`config.mk`:
```
export PLATFORM = sky130hd
export DESIGN_NAME = previewer_top
export DESIGN_NICKNAME = d
export VERILOG_FILES = /design/src/hw/previewer_pkg.sv /design/src/hw/command_assembler.sv /design/src/hw/roi_cropper.sv /design/src/hw/frame_fifo.sv /design/src/hw/frame_sequencer.sv /design/src/hw/previewer_top.sv
export SDC_FILE = /design/constraint.sdc
export NUM_CORES = 1
export LEC_CHECK = 0
export ABC_AREA = 0
export BUFFER_PORTS_ARGS = -buffer_cell sky130_fd_sc_hd__buf_2
export CELL_PAD_IN_SITES_DETAIL_PLACEMENT = 0
export CELL_PAD_IN_SITES_GLOBAL_PLACEMENT = 2
export CORE_MARGIN = 10
export CORE_UTILIZATION = 43
export CTS_BUF_LIST = sky130_fd_sc_hd__clkbuf_4 sky130_fd_sc_hd__clkbuf_8 sky130_fd_sc_hd__clkbuf_16
export CTS_CLUSTER_DIAMETER = 50
export DETAILED_ROUTE_END_ITERATION = 8
export PLACE_DENSITY = 0.8
export RECOVER_POWER = 100
export REMOVE_ABC_BUFFERS = 1
export SKIP_CTS_REPAIR_TIMING = 1
export SLEW_MARGIN = 20
export SYNTH_ARGS = -nofsm -noshare
export SYNTH_HDL_FRONTEND = slang
export SYNTH_SLANG_ARGS = --single-unit
```
`constraint.sdc`:
```
create_clock -name core_clk -period 4.5 [get_ports core_clk]
set_input_delay 0.45 -clock core_clk [delete_from_list [all_inputs] [get_ports core_clk]]
set_output_delay 0.45 -clock core_clk [all_outputs]
set_load 0.05 [all_outputs]
```
`src/hw/previewer_pkg.sv`:
```
package previewer_pkg;

    ////////////////////
    // data widths

    // one grayscale pixel, also the width of a host byte
    typedef logic [7:0] pixel_t;

    // raw row or column index
    typedef logic [15:0] coord_t;

    // host command fields
    typedef logic [15:0] cmd_addr_t;
    typedef logic [31:0] cmd_data_t;

    // two address bytes plus four data bytes
    localparam int CMD_BYTES = 6;

    ////////////////////
    // frame header

    // "BIVFRAME", sent msb first
    localparam logic [63:0] MAGIC_NUM = 64'h42_49_56_46_52_41_4D_45;
    localparam int MAGIC_BYTES = 8;

    ////////////////////
    // command map

    localparam cmd_addr_t ADDR_ROI_COL = 16'd0;
    localparam cmd_addr_t ADDR_ROI_ROW = 16'd1;

    // output sequencer states
    typedef enum logic [1:0] {
        IDLE,
        HEADER,
        PIXELS
    } seq_state_t;

endpackage

```
`src/hw/command_assembler.sv`:
```
`timescale 1ns/1ps

module command_assembler #(
    parameter int RAW_WIDTH = 16,
    parameter int ROI_WIDTH = 8
) (
    input  logic                   core_clk,
    input  logic                   sys_reset,
    input  previewer_pkg::pixel_t  cmd_byte_i,
    input  logic                   cmd_valid_i,
    output previewer_pkg::coord_t  roi_col_o,
    output previewer_pkg::coord_t  roi_row_o
);

    // centered horizontally, top aligned
    localparam previewer_pkg::coord_t DEFAULT_COL =
        previewer_pkg::coord_t'((RAW_WIDTH - ROI_WIDTH) / 2);
    localparam previewer_pkg::coord_t DEFAULT_ROW = '0;

    // first five bytes of the command, oldest in the top byte
    logic [39:0] byte_shift_q;
    logic [2:0]  byte_cnt_q;

    logic [47:0]              cmd_word;
    previewer_pkg::cmd_addr_t cmd_addr;
    previewer_pkg::cmd_data_t cmd_data;
    logic                     cmd_done;

    // the sixth byte completes the word in the same cycle
    assign cmd_word = {byte_shift_q, cmd_byte_i};
    assign cmd_addr = cmd_word[47:32];
    assign cmd_data = cmd_word[31:0];
    assign cmd_done = cmd_valid_i && (byte_cnt_q == 3'(previewer_pkg::CMD_BYTES - 1));

    always_ff @(posedge core_clk) begin
        if (cmd_valid_i) begin
            byte_shift_q <= {byte_shift_q[31:0], cmd_byte_i};
        end
    end

    always_ff @(posedge core_clk) begin
        if (sys_reset) begin
            byte_cnt_q <= '0;
            roi_col_o  <= DEFAULT_COL;
            roi_row_o  <= DEFAULT_ROW;
        end else if (cmd_valid_i) begin
            byte_cnt_q <= cmd_done ? 3'd0 : byte_cnt_q + 3'd1;
            // corner registers take the low half of the data word
            if (cmd_done && cmd_addr == previewer_pkg::ADDR_ROI_COL) begin
                roi_col_o <= cmd_data[15:0];
            end
            if (cmd_done && cmd_addr == previewer_pkg::ADDR_ROI_ROW) begin
                roi_row_o <= cmd_data[15:0];
            end
        end
    end

endmodule

```
`src/hw/roi_cropper.sv`:
```
`timescale 1ns/1ps

module roi_cropper #(
    parameter int RAW_WIDTH  = 16,
    parameter int ROI_WIDTH  = 8,
    parameter int ROI_HEIGHT = 6
) (
    input  logic                   core_clk,
    input  logic                   sys_reset,
    input  previewer_pkg::pixel_t  pix_data_i,
    input  logic                   pix_valid_i,
    input  logic                   pix_sof_i,
    input  previewer_pkg::coord_t  roi_col_i,
    input  previewer_pkg::coord_t  roi_row_i,
    output previewer_pkg::pixel_t  crop_data_o,
    output logic                   crop_valid_o,
    output logic                   crop_last_o
);

    localparam previewer_pkg::coord_t RAW_COL_LAST = previewer_pkg::coord_t'(RAW_WIDTH - 1);
    localparam previewer_pkg::coord_t ROI_W = previewer_pkg::coord_t'(ROI_WIDTH);
    localparam previewer_pkg::coord_t ROI_H = previewer_pkg::coord_t'(ROI_HEIGHT);

    // position of the next raw pixel
    previewer_pkg::coord_t col_q;
    previewer_pkg::coord_t row_q;

    // corner held for the whole frame
    previewer_pkg::coord_t corner_col_q;
    previewer_pkg::coord_t corner_row_q;

    previewer_pkg::coord_t cur_col;
    previewer_pkg::coord_t cur_row;
    previewer_pkg::coord_t cur_corner_col;
    previewer_pkg::coord_t cur_corner_row;
    previewer_pkg::coord_t col_off;
    previewer_pkg::coord_t row_off;
    logic                  in_roi;
    logic                  at_last;

    ////////////////////
    // current pixel position

    // sof pixel is always at the origin and uses the fresh corner
    assign cur_col        = pix_sof_i ? '0 : col_q;
    assign cur_row        = pix_sof_i ? '0 : row_q;
    assign cur_corner_col = pix_sof_i ? roi_col_i : corner_col_q;
    assign cur_corner_row = pix_sof_i ? roi_row_i : corner_row_q;

    // unsigned offsets wrap high when left of or above the corner
    assign col_off = cur_col - cur_corner_col;
    assign row_off = cur_row - cur_corner_row;
    assign in_roi  = (col_off < ROI_W) && (row_off < ROI_H);
    assign at_last = (col_off == ROI_W - 16'd1) && (row_off == ROI_H - 16'd1);

    always_ff @(posedge core_clk) begin
        if (sys_reset) begin
            col_q        <= '0;
            row_q        <= '0;
            corner_col_q <= '0;
            corner_row_q <= '0;
        end else if (pix_valid_i) begin
            if (pix_sof_i) begin
                corner_col_q <= roi_col_i;
                corner_row_q <= roi_row_i;
            end
            if (cur_col == RAW_COL_LAST) begin
                col_q <= '0;
                row_q <= cur_row + 16'd1;
            end else begin
                col_q <= cur_col + 16'd1;
                row_q <= cur_row;
            end
        end
    end

    ////////////////////
    // output register

    always_ff @(posedge core_clk) begin
        if (sys_reset) begin
            crop_valid_o <= 1'b0;
            crop_last_o  <= 1'b0;
        end else begin
            crop_valid_o <= pix_valid_i && in_roi;
            crop_last_o  <= pix_valid_i && in_roi && at_last;
        end
    end

    always_ff @(posedge core_clk) begin
        crop_data_o <= pix_data_i;
    end

endmodule

```
`src/hw/frame_fifo.sv`:
```
`timescale 1ns/1ps

module frame_fifo #(
    parameter int FIFO_DEPTH = 64
) (
    input  logic                   core_clk,
    input  logic                   sys_reset,
    input  previewer_pkg::pixel_t  wr_data_i,
    input  logic                   wr_valid_i,
    input  logic                   wr_last_i,
    input  logic                   pop_i,
    output previewer_pkg::pixel_t  rd_data_o,
    output logic                   rd_last_o,
    output logic                   empty_o
);

    localparam int AW = $clog2(FIFO_DEPTH);

    // storage, pixel and end-of-frame flag side by side
    previewer_pkg::pixel_t data_mem [FIFO_DEPTH];
    logic                  last_mem [FIFO_DEPTH];

    // extra msb tells full from empty
    logic [AW:0] wr_ptr_q;
    logic [AW:0] rd_ptr_q;

    logic full;
    logic do_write;
    logic do_read;

    assign empty_o  = (wr_ptr_q == rd_ptr_q);
    assign full     = (wr_ptr_q[AW] != rd_ptr_q[AW]) &&
                      (wr_ptr_q[AW-1:0] == rd_ptr_q[AW-1:0]);
    assign do_write = wr_valid_i && !full;
    assign do_read  = pop_i && !empty_o;

    // head entry shown without a read cycle
    assign rd_data_o = data_mem[rd_ptr_q[AW-1:0]];
    assign rd_last_o = last_mem[rd_ptr_q[AW-1:0]];

    always_ff @(posedge core_clk) begin
        if (do_write) begin
            data_mem[wr_ptr_q[AW-1:0]] <= wr_data_i;
            last_mem[wr_ptr_q[AW-1:0]] <= wr_last_i;
        end
    end

    always_ff @(posedge core_clk) begin
        if (sys_reset) begin
            wr_ptr_q <= '0;
            rd_ptr_q <= '0;
        end else begin
            if (do_write) begin
                wr_ptr_q <= wr_ptr_q + 1'b1;
            end
            if (do_read) begin
                rd_ptr_q <= rd_ptr_q + 1'b1;
            end
        end
    end

endmodule

```
`src/hw/frame_sequencer.sv`:
```
`timescale 1ns/1ps

module frame_sequencer (
    input  logic                   core_clk,
    input  logic                   sys_reset,
    input  logic                   fifo_empty_i,
    input  logic                   fifo_last_i,
    input  previewer_pkg::pixel_t  fifo_data_i,
    input  logic                   host_ready_i,
    output logic                   fifo_pop_o,
    output previewer_pkg::pixel_t  tx_data_o,
    output logic                   tx_valid_o
);

    localparam int IDX_W = $clog2(previewer_pkg::MAGIC_BYTES);
    localparam logic [IDX_W-1:0] HDR_LAST = IDX_W'(previewer_pkg::MAGIC_BYTES - 1);

    previewer_pkg::seq_state_t state_q;
    logic [IDX_W-1:0]          hdr_idx_q;

    previewer_pkg::pixel_t hdr_byte;
    logic                  hdr_send;

    // msb first, so index 0 picks the top byte
    assign hdr_byte = previewer_pkg::MAGIC_NUM[(HDR_LAST - hdr_idx_q) * 8 +: 8];

    assign hdr_send   = (state_q == previewer_pkg::HEADER) && host_ready_i;
    assign fifo_pop_o = (state_q == previewer_pkg::PIXELS) && host_ready_i && !fifo_empty_i;

    ////////////////////
    // state machine

    always_ff @(posedge core_clk) begin
        if (sys_reset) begin
            state_q   <= previewer_pkg::IDLE;
            hdr_idx_q <= '0;
        end else begin
            case (state_q)
                previewer_pkg::IDLE: begin
                    hdr_idx_q <= '0;
                    // any buffered pixel means a frame has started
                    if (!fifo_empty_i) begin
                        state_q <= previewer_pkg::HEADER;
                    end
                end
                previewer_pkg::HEADER: begin
                    if (hdr_send) begin
                        hdr_idx_q <= hdr_idx_q + 1'b1;
                        if (hdr_idx_q == HDR_LAST) begin
                            state_q <= previewer_pkg::PIXELS;
                        end
                    end
                end
                previewer_pkg::PIXELS: begin
                    if (fifo_pop_o && fifo_last_i) begin
                        state_q <= previewer_pkg::IDLE;
                    end
                end
                default: begin
                    state_q <= previewer_pkg::IDLE;
                end
            endcase
        end
    end

    ////////////////////
    // byte output

    always_ff @(posedge core_clk) begin
        if (sys_reset) begin
            tx_valid_o <= 1'b0;
        end else begin
            tx_valid_o <= hdr_send || fifo_pop_o;
        end
    end

    always_ff @(posedge core_clk) begin
        if (hdr_send) begin
            tx_data_o <= hdr_byte;
        end else if (fifo_pop_o) begin
            tx_data_o <= fifo_data_i;
        end
    end

endmodule

```
`src/hw/previewer_top.sv`:
```
`timescale 1ns/1ps

module previewer_top #(
    // raw frame from the input stream
    parameter int RAW_WIDTH  = 16,
    parameter int RAW_HEIGHT = 12,

    // window sent to the host
    parameter int ROI_WIDTH  = 8,
    parameter int ROI_HEIGHT = 6,

    // must hold a full roi frame
    parameter int FIFO_DEPTH = 64
) (
    input  logic                   core_clk,
    input  logic                   sys_reset,

    input  previewer_pkg::pixel_t  cmd_byte_i,
    input  logic                   cmd_valid_i,

    input  previewer_pkg::pixel_t  pix_data_i,
    input  logic                   pix_valid_i,
    input  logic                   pix_sof_i,

    input  logic                   host_ready_i,
    output previewer_pkg::pixel_t  tx_data_o,
    output logic                   tx_valid_o
);

    previewer_pkg::coord_t roi_col;
    previewer_pkg::coord_t roi_row;

    previewer_pkg::pixel_t crop_data;
    logic                  crop_valid;
    logic                  crop_last;

    previewer_pkg::pixel_t rd_data;
    logic                  rd_last;
    logic                  fifo_empty;
    logic                  fifo_pop;

    ////////////////////
    // host commands

    command_assembler #(
        .RAW_WIDTH (RAW_WIDTH),
        .ROI_WIDTH (ROI_WIDTH)
    ) u_command_assembler (
        .core_clk    (core_clk),
        .sys_reset   (sys_reset),
        .cmd_byte_i  (cmd_byte_i),
        .cmd_valid_i (cmd_valid_i),
        .roi_col_o   (roi_col),
        .roi_row_o   (roi_row)
    );

    ////////////////////
    // crop and buffer

    // raw height only bounds legal corners, the cropper restarts on sof
    roi_cropper #(
        .RAW_WIDTH  (RAW_WIDTH),
        .ROI_WIDTH  (ROI_WIDTH),
        .ROI_HEIGHT (ROI_HEIGHT)
    ) u_roi_cropper (
        .core_clk     (core_clk),
        .sys_reset    (sys_reset),
        .pix_data_i   (pix_data_i),
        .pix_valid_i  (pix_valid_i),
        .pix_sof_i    (pix_sof_i),
        .roi_col_i    (roi_col),
        .roi_row_i    (roi_row),
        .crop_data_o  (crop_data),
        .crop_valid_o (crop_valid),
        .crop_last_o  (crop_last)
    );

    frame_fifo #(
        .FIFO_DEPTH (FIFO_DEPTH)
    ) u_frame_fifo (
        .core_clk   (core_clk),
        .sys_reset  (sys_reset),
        .wr_data_i  (crop_data),
        .wr_valid_i (crop_valid),
        .wr_last_i  (crop_last),
        .pop_i      (fifo_pop),
        .rd_data_o  (rd_data),
        .rd_last_o  (rd_last),
        .empty_o    (fifo_empty)
    );

    ////////////////////
    // host byte stream

    frame_sequencer u_frame_sequencer (
        .core_clk     (core_clk),
        .sys_reset    (sys_reset),
        .fifo_empty_i (fifo_empty),
        .fifo_last_i  (rd_last),
        .fifo_data_i  (rd_data),
        .host_ready_i (host_ready_i),
        .fifo_pop_o   (fifo_pop),
        .tx_data_o    (tx_data_o),
        .tx_valid_o   (tx_valid_o)
    );

endmodule

```
Yosys cells after proc, flatten, opt, wreduce, memory -nomap -nowiden:

Memory sizes are Yosys's and may differ from the RTL's. A register that Yosys moved wholly into a read port is not among the register bits.
Cells that the tools add are included.

* bits in registers: 177
* RAM bits: 576
* input bits: 22
* output and inout bits: 9
* logic and storage cells: 93
* memories kept: 2

Memories
* u_frame_fifo.data_mem: words 64, bits a word 8, rd ports 1, clocked after memory_dff 1, wr ports 1, RTL line frame_fifo.sv:20 `previewer_pkg::pixel_t data_mem [FIFO_DEPTH];`
* u_frame_fifo.last_mem: words 64, bits a word 1, rd ports 1, clocked after memory_dff 1, wr ports 1, RTL line frame_fifo.sv:21 `logic last_mem [FIFO_DEPTH];`

* add/subtract/negate cells: 9
* order comparisons: 2
* equal/unequal tests: 15
* shift-type cells: 1
* mux-type cells: 22
* reduce and logical (&&, ||, !) cells: 25

Operators with widths (count)
* two-way mux 16 bit: 6
* indexed part select 64 x 33 -> 8 bit (first input constant): 1
* adder 16 x 1 -> 16 bit (second input constant): 2
* == test 16 x 3 -> 1 bit (second input constant): 2
* subtractor 16 bit: 2
* two-way mux 6 bit: 4
* == test 16 x 1 -> 1 bit (second input constant): 1
* == test 16 x 4 -> 1 bit (second input constant): 1
* zero test 16 bit: 1
* < comparator 16 x 3 -> 1 bit (second input constant): 1
* < comparator 16 x 4 -> 1 bit (second input constant): 1
* two-way mux 8 bit: 2
* adder 7 x 1 -> 7 bit (second input constant): 2
* logical AND 1 bit: 14
* two-way mux 2 bit: 4
* == test 7 bit: 1
* adder 3 x 1 -> 3 bit (second input constant): 2
* == test 3 bit (second input constant): 2
* == test 6 bit: 1
* two-way mux 3 bit: 2
* inequality test 2 bit (second input constant): 3
* one-hot mux 2 bit (3 select lines): 1
* one-hot mux 3 bit (2 select lines): 1
* AND reduction 2 bit: 3
* 11 further kinds: 14

Depth between registers and ports, before layout:

Gate-level depths: netlist of run 1.

* word-level depth: 6
* mapped depth: 17
* gate-level depth less buffers: 13

Modules after synthesis:

From an unflattened synthesis of run 1, not the netlist that was laid out.

* cells, all modules: 2060
* area, all modules: 31751.7 um^2

Modules (own cells, without submodules)
* frame_fifo: times used 1, cells an instance 1118, area an instance 23238.5 um^2, seq. area each 17697.0 um^2
* roi_cropper: times used 1, cells an instance 669, area an instance 5081.1 um^2, seq. area each 1481.4 um^2
* command_assembler: times used 1, cells an instance 212, area an instance 2735.1 um^2, seq. area each 1901.8 um^2
* frame_sequencer: times used 1, cells an instance 61, area an instance 696.9 um^2, seq. area each 360.3 um^2

Worst setup path before layout of run 1:

Ideal clock, no wire load.

* path type: input -> register
* start: in pix_sof_i
* end: reg u_roi_cropper.crop_last_o
* setup time: 73 ps
* data arrival time: 4872 ps
* setup slack: -446 ps
* cell stages on the path: 16
* path buffers: 5
* path through: buf_2 > clkbuf_1 > clkbuf_1 > buf_1 > clkbuf_1 > mux2i_1 > fa_1 > a21oi_1 > a221oi_4 > a311oi_1 > or3_1 > a21boi_1 > or4_1 > or3_1 > a311o_1 > nor3_2

* longest elaborated chain between the ends: 6

Ends and longest elaborated chain
* start: declaration: RTL line previewer_top.sv:23 `input logic pix_sof_i,`
* two-way mux 16 bit, on equally long branches
* subtractor 16 bit, on equally long branches: RTL line roi_cropper.sv:51, roi_cropper.sv:52
* < comparator 16 x 4 -> 1 bit or < comparator 16 x 3 -> 1 bit (tied branches): RTL line roi_cropper.sv:53 `assign in_roi = (col_off < ROI_W) && (row_off < ROI_H);`
* logical AND 1 bit: RTL line roi_cropper.sv:53
* logical AND 1 bit: RTL line roi_cropper.sv:86 `crop_last_o <= pix_valid_i && in_roi && at_last;`
* logical AND 1 bit *: RTL line roi_cropper.sv:86
* end signal: assignment: RTL line roi_cropper.sv:86
* end: declaration: RTL line roi_cropper.sv:17 `output logic crop_last_o`

Mark *: on every way between the ends. The rest lies on a longest branch, timed or not.
A chain may end at the register's enable or synchronous reset.

Final worst setup path of run 1:

* start: in sys_reset
* end: reg u_command_assembler.byte_cnt_q[1]

RTL lines
* start: declaration: RTL line previewer_top.sv:16 `input logic sys_reset,`
* end signal: assignment: RTL line command_assembler.sv:47 `byte_cnt_q <= cmd_done ? 3'd0 : byte_cnt_q + 3'd1;`
* end: declaration: RTL line command_assembler.sv:22 `logic [2:0] byte_cnt_q;`

No word-level cell between the ends.

==> impl_metrics.tcl, run 1 <==
set metrics [dict create \
    grt.overflow.total 0 \
    wl_per_cell_um 23.5 \
    power_density_nw_per_um2 417 \
    dieArea_um2 83400 \
    crit_fanout 77 \
    ios 31 \
    clk_latency_ns 0.64 \
    grt_max_degree 78 \
    yosys_warnings 0 \
    postSynthAreaPerCell_um2 16.7 \
    synthArstFlopShare_pct 0 \
    rows 98 \
    crit_type "primary input to flip-flop" \
    min_from "cmd_byte_i[6]" \
    reg2reg_from "u_frame_fifo.wr_ptr_q[3]" \
    cp.arrival_ns 4.06 \
    finalWirelength_mm 70.6 \
    hold_violations 0 \
    synth_area_um2 31100 \
    netlist.area_leader.share_pct 60.3 \
    slew_viol_final 710 \
    drc 0 \
    syn_inst 1865 \
    htreeDepth 3 \
    synthDistinctLibCells 62 \
    synth_area_leaders "edfxtp_1 60%, mux4_2 14%, dfxtp_1 8.7%" \
    finalSetupViolCount 0 \
    cts_tree "built" \
    area_delta_synth_final_pct 14.0 \
    clk_path_buf_depth 3 \
    tightest_slew_ns 3.55 \
    rsz0062_at_grt "false" \
    synth_edf_count 624 \
    chipWidth_um 289 \
    synthFlopType "edfxtp_1" \
    grt_pass1_wl_mm 107 \
    post-synth-top-count-cell "edfxtp_1" \
    ys_ff_latch 759 \
    grt_pass1_vias 16700 \
    clock-sinks 759 \
    maxCapViolCount 11 \
    status "finished with violations" \
    leakage_nw 11.4 \
    drt_iter0_markers 1496 \
    antenna_left 0 \
    grt_use_total_pct 16.9 \
    place.gp.congestion 0.808 \
    period_share_pct 83.2 \
    fin_util_pct 49.5 \
    synthTopCellsByCount "624 x edfxtp_1, 189 x mux4_2, 180 x nor2_1" \
    clock-root-buffer "clkbuf_16" \
    startpoint_type "primary input" \
    finalNetCount 2044 \
    synth_top_cell_by_area "edfxtp_1" \
    start_util_pct 43.4 \
    via_per_inst 5.57 \
    layout-drive-gt1-share_pct 18.3 \
    skew_ns 0.0377 \
    violations "max-capacitance violations, max-slew violations" \
    dp_hpwl_mm 44.6 \
    routed-via-count 16700 \
    max_freq_ghz 0.267 \
    seq_area_frac_synth_pct 69.0 \
    fp.dieH_um 289 \
    hp-class "primary input to flip-flop" \
    vdd_drop_max_v 0.000262 \
    port_buffers 30 \
    fin_crit_ns 3.75 \
    dp.cells 2838 \
    max_slew_margin_pct -137 \
    worst_slack_ns 0.754 \
    crit_path_start "sys_reset" \
    core_area_um2 71600 \
    clk_pin_slew_ns 0.06 \
    final_cell_count_no_fill 2997 \
    antenna_found_initial 2 \
    antenna-diode-count 0 \
    cts_buffers 82 \
    cp-end-kind "flip-flop" \
    place_ws_ns 0.200 \
    cp.required_ns 4.81 \
    drt-pass1-iter-count 5 \
]
[state kept, by name, indices dropped and copies added, names as in the netlist, named ones only]
register	cells
u_roi_cropper.row_q	16
u_frame_sequencer.state_q	2
u_frame_fifo.rd_ptr_q	7
u_frame_sequencer.tx_valid_o	1
u_frame_fifo.last_mem	64
u_roi_cropper.crop_last_o	1
u_frame_sequencer.tx_data_o	8
u_frame_fifo.wr_ptr_q	7
u_command_assembler.roi_col_o	16
u_roi_cropper.crop_valid_o	1
u_roi_cropper.corner_row_q	16
u_frame_sequencer.hdr_idx_q	3
u_roi_cropper.corner_col_q	16
u_command_assembler.byte_shift_q	40
u_roi_cropper.crop_data_o	8
u_frame_fifo.data_mem	512
u_roi_cropper.col_q	16
u_command_assembler.roi_row_o	16
u_command_assembler.byte_cnt_q	3
[cell families after synthesis]
group,after synthesis,synth area share (%)
DFF,759,69.0
and+or+nand+nor,476,7.20
muxes,258,15.9
AOI/OAI and AO/OA,162,3.29
buffers and inverters,118,1.44
xor gates and xnor gates,50,1.41
adders and majority gates,42,1.74
[worst paths after layout]
kind | endpoint | slack (ns) | depth (start not counted)
min reg2reg | u_command_assembler.byte_shift_q[22] | 0.42 | 0
max | u_command_assembler.byte_cnt_q[1] | 0.75 | 3
max reg2reg | u_frame_fifo.last_mem[48] | 0.76 | 8
min | u_command_assembler.byte_shift_q[6] | 0.14 | 1
[report_power, final]
group	leakage [nW]	internal, mW	switching [mW]
combinational	3.26	0.0417	0.168
sequential	6.79	7.63	0.0157
clock	1.39	4.15	2.79
[cell usage in the layout, fill, tap and decap left out, drive strengths merged, types with 15 or more instances in the layout]
| cell type | n |
|---|---|
| o21ai | 32 |
| edfxtp | 624 |
| mux4 | 189 |
| buf | 27 |
| inv | 29 |
| dfxtp | 135 |
| nor2 | 180 |
| nor2b | 35 |
| mux2i | 66 |
| nand2 | 124 |
| ha | 40 |
| nor3 | 20 |
| nand3 | 21 |
| xor2 | 23 |
| clkbuf | 195 |
| nand2b | 15 |
| clkinv | 25 |
| xnor2 | 27 |
| a21oi | 65 |
[critical path, stage by stage]
cell       delay [ns]
clkbuf_2         0.73
clkbuf_1         2.55
a2111oi_0        0.25
[layout make-up]
| cell class | count | area (um^2) |
|---|---|---|
| clock buffers | 103 | 2260 |
| inverters | 22 | 82.6 |
| multi-input cells | 988 | 9170 |
| fillers | 5947 | 36200 |
| flip-flops and latches | 759 | 21500 |
| well taps | 950 | 1190 |
| clock inverters | 48 | 601 |
| repair buffers | 127 | 682 |
[stage by stage]
step / TNS (ns) / power (mW) / hold slack, ns / instance area, um^2
after floorplan: -30.71 / 7.86 / 0.400 / 30700
after global placement: 0 / 7.98 / 0.404 / 32800
after detailed placement: 0 / 7.99 / 0.405 / 32800
after CTS: 0 / 14.9 / -0.109 / 35700
after global routing: 0 / 15.3 / 0.126 / 35400
final: 0 / 14.8 / 0.142 / 35400
[metal layers]
metal | vias up | routed length [um] | global-route usage (%)
li1 | 7518 | - | -
met1 | 8579 | 30900 | 23.7
met2 | 522 | 33000 | 26.4
met3 | 80 | 5140 | 3.52
met4 | 2 | 1580 | 5.26
met5 | - | 13 | 0
No activity file was read; power rests on OpenSTA's default activity.
==> run 2, diff against run 1 <==
--- a/config.mk
+++ b/config.mk
@@ -10,11 +10,11 @@
 export CELL_PAD_IN_SITES_DETAIL_PLACEMENT = 0
 export CELL_PAD_IN_SITES_GLOBAL_PLACEMENT = 2
 export CORE_MARGIN = 10
-export CORE_UTILIZATION = 43
+export CORE_UTILIZATION = 48
 export CTS_BUF_LIST = sky130_fd_sc_hd__clkbuf_4 sky130_fd_sc_hd__clkbuf_8 sky130_fd_sc_hd__clkbuf_16
 export CTS_CLUSTER_DIAMETER = 50
 export DETAILED_ROUTE_END_ITERATION = 8
-export PLACE_DENSITY = 0.8
+export PLACE_DENSITY = 0.84
 export RECOVER_POWER = 100
 export REMOVE_ABC_BUFFERS = 1
 export SKIP_CTS_REPAIR_TIMING = 1
==> constraint.sdc (replaced) <==
create_clock -name core_clk -period 3.7 [get_ports core_clk]
set_input_delay 0.37 -clock core_clk [delete_from_list [all_inputs] [get_ports core_clk]]
set_output_delay 0.37 -clock core_clk [all_outputs]
set_load 0.05 [all_outputs]
==> run 2 against run 1 <==
Effect of this change:
- the flow still finishes with violations (max-capacitance violations, max-slew violations)
- worst hold slack worse by 0.051 ns
- setup slack worse by 0.57 ns
- via count is 2.8% higher
- sequential power is 22% higher
- global-route usage is 1.9 points higher
- total power is 22% higher
- cell area is 1.4% higher
- sequential share of layout area is 0.83 points lower
- first-iteration DRC count is 26% higher
- final cell count is 0.47% lower
- die area is 9.7% lower
- critical path depth is 9 higher
==> impl_metrics.tcl, run 2 (same netlist as run 1, synthesis figures left out) <==
set metrics [dict create \
    slew_viol_final 535 \
    ios 31 \
    finalSetupViolCount 0 \
    hp-class "primary input to flip-flop" \
    finalNetCount 2121 \
    antenna-diode-count 0 \
    area_delta_synth_final_pct 15.6 \
    core_area_um2 64200 \
    finalWirelength_mm 70.3 \
    max_slew_margin_pct -61.1 \
    worst-path-buf-inv 0 \
    rsz0062_at_grt "false" \
    largest_register_ffs 512 \
    drt-pass1-iter-count 5 \
    tightest_slew_ns 2.42 \
    layout_commonest_cell "edfxtp_1" \
    clk_pin_slew_ns 0.06 \
    wl_per_cell_um 23.6 \
    final_area_um2 35900 \
    fp.dieH_um 274 \
    grt.overflow.total 0 \
    start_util_pct 48.4 \
    dp.cells 2810 \
    cp-end-kind "flip-flop" \
    clk_latency_ns 0.64 \
    tns_ns 0 \
    drc 0 \
    leakage_nw 11.8 \
    violations "max-capacitance violations, max-slew violations" \
    grt_pass1_vias 17000 \
    grt_use_total_pct 18.8 \
    port_buffers 30 \
    drt_iter0_markers 1884 \
    cp_cell_sequence "mux2_2 -> ha_1 -> fa_1 -> nand2b_1 -> a21oi_2 -> o21a_1 -> o21a_1 -> a21oi_1 -> or4_1 -> or3_1 -> a311o_1 -> nor3_2" \
    cts_tree "built" \
    dp_hpwl_mm 46.0 \
    critPathTopFamily "simple AND/OR/NAND/NOR gates" \
    crit_type "flip-flop to flip-flop" \
    cp.arrival_ns 4.05 \
    power_density_nw_per_um2 504 \
    startpoint_type "flip-flop" \
    placed_cell_area_um2 33200 \
    max_freq_ghz 0.284 \
    rows 93 \
    cp.required_ns 4.24 \
    max_stage_delay_ns 0.48 \
    clock-sinks 759 \
    crit_path_top_delay_cell "or4_1" \
    hold_violations 0 \
    antenna_found_initial 1 \
    period_share_pct 95.0 \
    maxCapViolCount 12 \
    routed-via-count 17200 \
    htreeDepth 3 \
    layout-drive-gt1-share_pct 20.4 \
    chipWidth_um 274 \
    final_cell_count_no_fill 2983 \
    place.gp.congestion 0.867 \
    fin_crit_ns 3.52 \
    status "finished with violations" \
    skew_ns 0.0357 \
    crit_fanout 3 \
    cts_buffers 84 \
    antenna_left 0 \
    final_cell_mix "624 x edfxtp_1, 189 x mux4_2, 180 x nor2_1" \
    via_per_inst 5.76 \
    cpMostUsedCell "o21a_1" \
    grt_pass1_wl_mm 107 \
    vdd_drop_max_v 0.000313 \
    clock-root-buffer "clkbuf_16" \
    total_power_mw 18.1 \
    grt_max_degree 78 \
    dieArea_um2 75300 \
    clk_path_buf_depth 3 \
]
-- run 2: changes by cell type in the layout (fill, tap and decap cells not counted), sizes merged --
cell,delta
inv,+6
clkinvlp,-5
clkinv,+14
dlygate4sd3,+8
bufinv,+1
clkbuf,+9
buf,+48
-- run 2: where the power goes --
part           switching [mW]  internal [mW]  total (mW)
registers              0.0707           9.27        9.34
logic                   0.156         0.0634       0.220
clock network            3.46           5.08        8.54
total                    3.69           14.4        18.1
-- run 2: worst paths after layout --
check	cells past startpoint	startpoint	slack [ns]	endpoint
max	12	u_command_assembler.roi_col_o[0]	0.18	u_roi_cropper.crop_last_o
min	3	host_ready_i	0.09	u_frame_sequencer.state_q[1]
max reg2reg	12	u_command_assembler.roi_col_o[0]	0.18	u_roi_cropper.crop_last_o
min reg2reg	0	u_command_assembler.byte_shift_q[18]	0.42	u_command_assembler.byte_shift_q[26]
-- run 2: worst register-to-register path, stage by stage (launching register included) --
cell and delay (ns):
dfxtp_1 0.31, mux2_2 0.26, ha_1 0.22, fa_1 0.38, nand2b_1 0.20, a21oi_2 0.19, o21a_1 0.19, o21a_1 0.17
a21oi_1 0.08, or4_1 0.48, or3_1 0.39, a311o_1 0.38, nor3_2 0.17
-- run 2: layout make-up --
cell class	instances	area, um^2
Fill cell	5061	28300
Sequential cell	759	21400
Multi-Input combinational cell	988	9210
Clock buffer	93	2210
Timing Repair Buffer	202	1230
Tap cell	855	1070
Clock inverter	64	691
Inverter	22	82.6
-- run 2: layer usage --
| layer | wire (um) | part of all wire [%] | track usage (%) | up-vias |
|---|---|---|---|---|
| met5 | 0 | 0 | 0 | - |
| met4 | 1450 | 2.1 | 5.51 | 0 |
| met3 | 4720 | 6.7 | 3.39 | 78 |
| met2 | 33100 | 47 | 29.0 | 588 |
| met1 | 30900 | 44 | 27.1 | 8821 |
| li1 | - | - | - | 7682 |
-- run 2: through the flow --
stage | util, % | setup WS, ns | hold WS, ns
floorplan | - | -4.33 | 0.398
global placement | 51.7 | -0.0779 | 0.401
detailed placement | 51.7 | -0.129 | 0.405
CTS | 56.2 | 0.0855 | -0.186
global route | 55.9 | 0.0258 | 0.0791
finish | 55.9 | 0.184 | 0.0902
==> run 3, diff against run 2 <==
--- a/config.mk
+++ b/config.mk
@@ -5,17 +5,17 @@
 export SDC_FILE = /design/constraint.sdc
 export NUM_CORES = 1
 export LEC_CHECK = 0
-export ABC_AREA = 0
+export ABC_AREA = 1
 export BUFFER_PORTS_ARGS = -buffer_cell sky130_fd_sc_hd__buf_2
 export CELL_PAD_IN_SITES_DETAIL_PLACEMENT = 0
 export CELL_PAD_IN_SITES_GLOBAL_PLACEMENT = 2
 export CORE_MARGIN = 10
-export CORE_UTILIZATION = 48
+export CORE_UTILIZATION = 43
 export CTS_BUF_LIST = sky130_fd_sc_hd__clkbuf_4 sky130_fd_sc_hd__clkbuf_8 sky130_fd_sc_hd__clkbuf_16
 export CTS_CLUSTER_DIAMETER = 50
 export DETAILED_ROUTE_END_ITERATION = 8
 export PLACE_DENSITY = 0.84
-export RECOVER_POWER = 100
+export RECOVER_POWER = 25
 export REMOVE_ABC_BUFFERS = 1
 export SKIP_CTS_REPAIR_TIMING = 1
 export SLEW_MARGIN = 20
==> run 3 against run 2 <==
Effect of this change:
- the flow still finishes with violations (max-capacitance violations, max-slew violations)
- register-to-register slack improved by 0.38 ns
- global-route usage increased by 1.1 points
- first-iteration DRC count grew 0.37%
- utilization shrank 6.2 points
- clock-buffer cell count is 13 higher
- sequential share of layout area is 1.6 points lower
- combinational power increased by 130%
- critical endpoint is now u_frame_fifo.data_mem[20][5]
- largest power group unchanged
- highest routed layer unchanged
==> impl_metrics.tcl, run 3 <==
set metrics [dict create \
    wl_per_cell_um 21.3 \
    fp.dieH_um 293 \
    cp.required_ns 3.95 \
    crit_fanout 9 \
    rsz0062_at_grt "false" \
    grt_use_total_pct 19.9 \
    multiInputGateArea_um2 9320 \
    yosys_warnings 0 \
    crit_path_top_delay_cell "nor2_1" \
    ff2ff_path_depth 9 \
    synth_edf_count 624 \
    core_area_um2 74200 \
    max_freq_ghz 0.318 \
    crit_path_start "u_frame_fifo.wr_ptr_q[3]" \
    dr_wl_met2_mm 42.3 \
    dr_wl_met3_mm 4.76 \
    syn_inst 2937 \
    slew_viol_final 284 \
    routed-via-count 22600 \
    clock-root-buffer "clkbuf_16" \
    synthArstFlopShare_pct 0 \
    htreeDepth 3 \
    hp-class "primary input to flip-flop" \
    postSynthAreaPerCell_um2 10.9 \
    synthTopCellsByCount "624 x edfxtp_1, 484 x nor2_1, 461 x o21ai_0" \
    reg2reg_from "u_frame_fifo.wr_ptr_q[3]" \
    netlist.area_leader.share_pct 58.4 \
    max_stage_delay_ns 0.93 \
    chipWidth_um 293 \
    grt.overflow.total 0 \
    dp_hpwl_mm 54.2 \
    r2r_end "u_frame_fifo.data_mem[20][5]" \
    skew_ns 0.0233 \
    dp.cells 3878 \
    wl_met1_mm 36.7 \
    max_slew_margin_pct -47.3 \
    final_area_um2 36900 \
    leakage_nw 13.1 \
    cts_buffers 91 \
    crit_end "u_frame_fifo.data_mem[20][5]" \
    grt_pass1_wl_mm 132 \
    cp-end-kind "flip-flop" \
    regArea_um2 21500 \
    finalWirelength_mm 86.6 \
    fin_crit_ns 3.14 \
    synth_top_cell_by_area "edfxtp_1" \
    finalSetupViolCount 0 \
    crit_type "flip-flop to flip-flop" \
    finalNetCount 3080 \
    final_cell_count_no_fill 4058 \
    vdd_drop_max_v 0.000323 \
    power_density_nw_per_um2 514 \
    clk_path_buf_depth 3 \
    violations "max-capacitance violations, max-slew violations" \
    synth_area_leaders "edfxtp_1 58%, dfxtp_1 8.4%, o21ai_0 7.2%" \
    ios 31 \
    nFillCells 6549 \
    clk_latency_ns 0.64 \
    place.gp.congestion 0.895 \
    drc 0 \
    grt_max_degree 133 \
    placed_cell_area_um2 33700 \
    whs_ns 0.0540 \
    cp_cell_sequence "inv_1 -> nand2_1 -> nand4_1 -> nor2_1 -> nand3_1 -> nand2_1 -> inv_1 -> nand4_1 -> nor2_1" \
    hold_violations 0 \
    tightest_slew_ns 2.21 \
    drt_iter0_markers 1891 \
    antenna-diode-count 0 \
    period_share_pct 84.9 \
    startpoint_type "flip-flop" \
    cp.arrival_ns 3.39 \
    r2r_slack_ns 0.56 \
    dieArea_um2 86000 \
    layout-drive-gt1-share_pct 10.5 \
    synthFlopType "edfxtp_1" \
    antenna_found_initial 0 \
    start_util_pct 43.3 \
    clock-sinks 759 \
    largest_register_ffs 512 \
    synthDistinctLibCells 55 \
    post-synth-top-count-cell "edfxtp_1" \
    clk_pin_slew_ns 0.06 \
    area_delta_synth_final_pct 14.9 \
    via_per_inst 5.57 \
    ys_ff_latch 759 \
    seq_area_frac_synth_pct 66.8 \
    layout_commonest_cell "edfxtp_1" \
    grt_pass1_vias 22200 \
    cts_tree "built" \
    top_layer "met4" \
    maxCapViolCount 6 \
    status "finished with violations" \
    drt-pass1-iter-count 5 \
    port_buffers 30 \
    rows 100 \
    final_cell_mix "624 x edfxtp_1, 484 x nor2_1, 461 x o21ai_0" \
    synth_area_um2 32100 \
    antenna_left 0 \
]
run 3: cell type report:
| cell class | count | share of cell area (%) |
|---|---|---|
| sequential | 759 | 58.1 |
| multi-input combinational | 1837 | 25.3 |
| clock buffer | 106 | 6.54 |
| tap | 969 | 3.28 |
| timing repair buffer | 147 | 3.05 |
| clock inverter | 60 | 1.89 |
| inverter | 180 | 1.85 |
run 3: worst max-delay path: cells and delay by family, from the launching register on:
| family | cells | cell delay [ns] |
|---|---|---|
| AND/OR/NAND/NOR | 7 | 1.93 |
| flip-flops | 1 | 0.38 |
| buffers and inverters | 2 | 0.42 |
run 3: how the worst min path moves through the flow:
stage / cells after the start / slack (ns) / start / to
finish: 3 / 0.05 / pix_valid_i / u_roi_cropper.row_q[12]
global route: 3 / 0.06 / pix_valid_i / u_roi_cropper.row_q[12]
CTS: 1 / -0.22 / pix_data_i[0] / u_roi_cropper.crop_data_o[0]
detailed placement: 0 / 0.40 / u_command_assembler.byte_shift_q[11] / u_command_assembler.byte_shift_q[19]
global placement: 0 / 0.40 / u_command_assembler.byte_shift_q[10] / u_command_assembler.byte_shift_q[18]
floorplan: 0 / 0.40 / pix_data_i[0] / u_roi_cropper.crop_data_o[0]
run 3: logic make-up (layout without fill, tap and decap cells):
logic type | after synthesis | in the layout | synth area share, %
AO/OA/AOI/OAI | 802 | 802 | 13.8
adder cells (fa/ha/maj) | 42 | 42 | 1.68
flip-flops | 759 | 759 | 66.8
buffers and inverters | 341 | 493 | 4.20
multiplexers | 1 | 1 | 0.0312
AND/OR/NAND/NOR | 974 | 974 | 13.0
XOR/XNOR | 18 | 18 | 0.491
run 3: metrics by stage:
| stage | setup slack, ns | power [mW] | utilization [%] | setup TNS [ns] |
|---|---|---|---|---|
| finish | 0.559 | 19.0 | 49.7 | 0 |
| global route | 0.299 | 19.6 | 49.7 | 0 |
| CTS | 0.632 | 19.1 | 49.6 | 0 |
| detailed placement | 0.660 | 10.1 | 45.4 | 0 |
| global placement | 0.655 | 10.1 | 45.4 | 0 |
| floorplan | -6.13 | 9.85 | - | -53.57 |
run 3: power breakdown:
group	total (mW)	switching [mW]	internal, mW
Clock	9.05	3.61	5.44
Combinational	0.512	0.371	0.141
Sequential	9.40	0.0918	9.31
Total	19.0	4.07	14.9
run 3: per-layer routing:
| layer | GRT usage (%) | vias to the layer above |
|---|---|---|
| met5 | 0 | - |
| met4 | 7.59 | 0 |
| met3 | 2.80 | 151 |
| met2 | 33.8 | 693 |
| met1 | 25.5 | 11000 |
| li1 | - | 10700 |
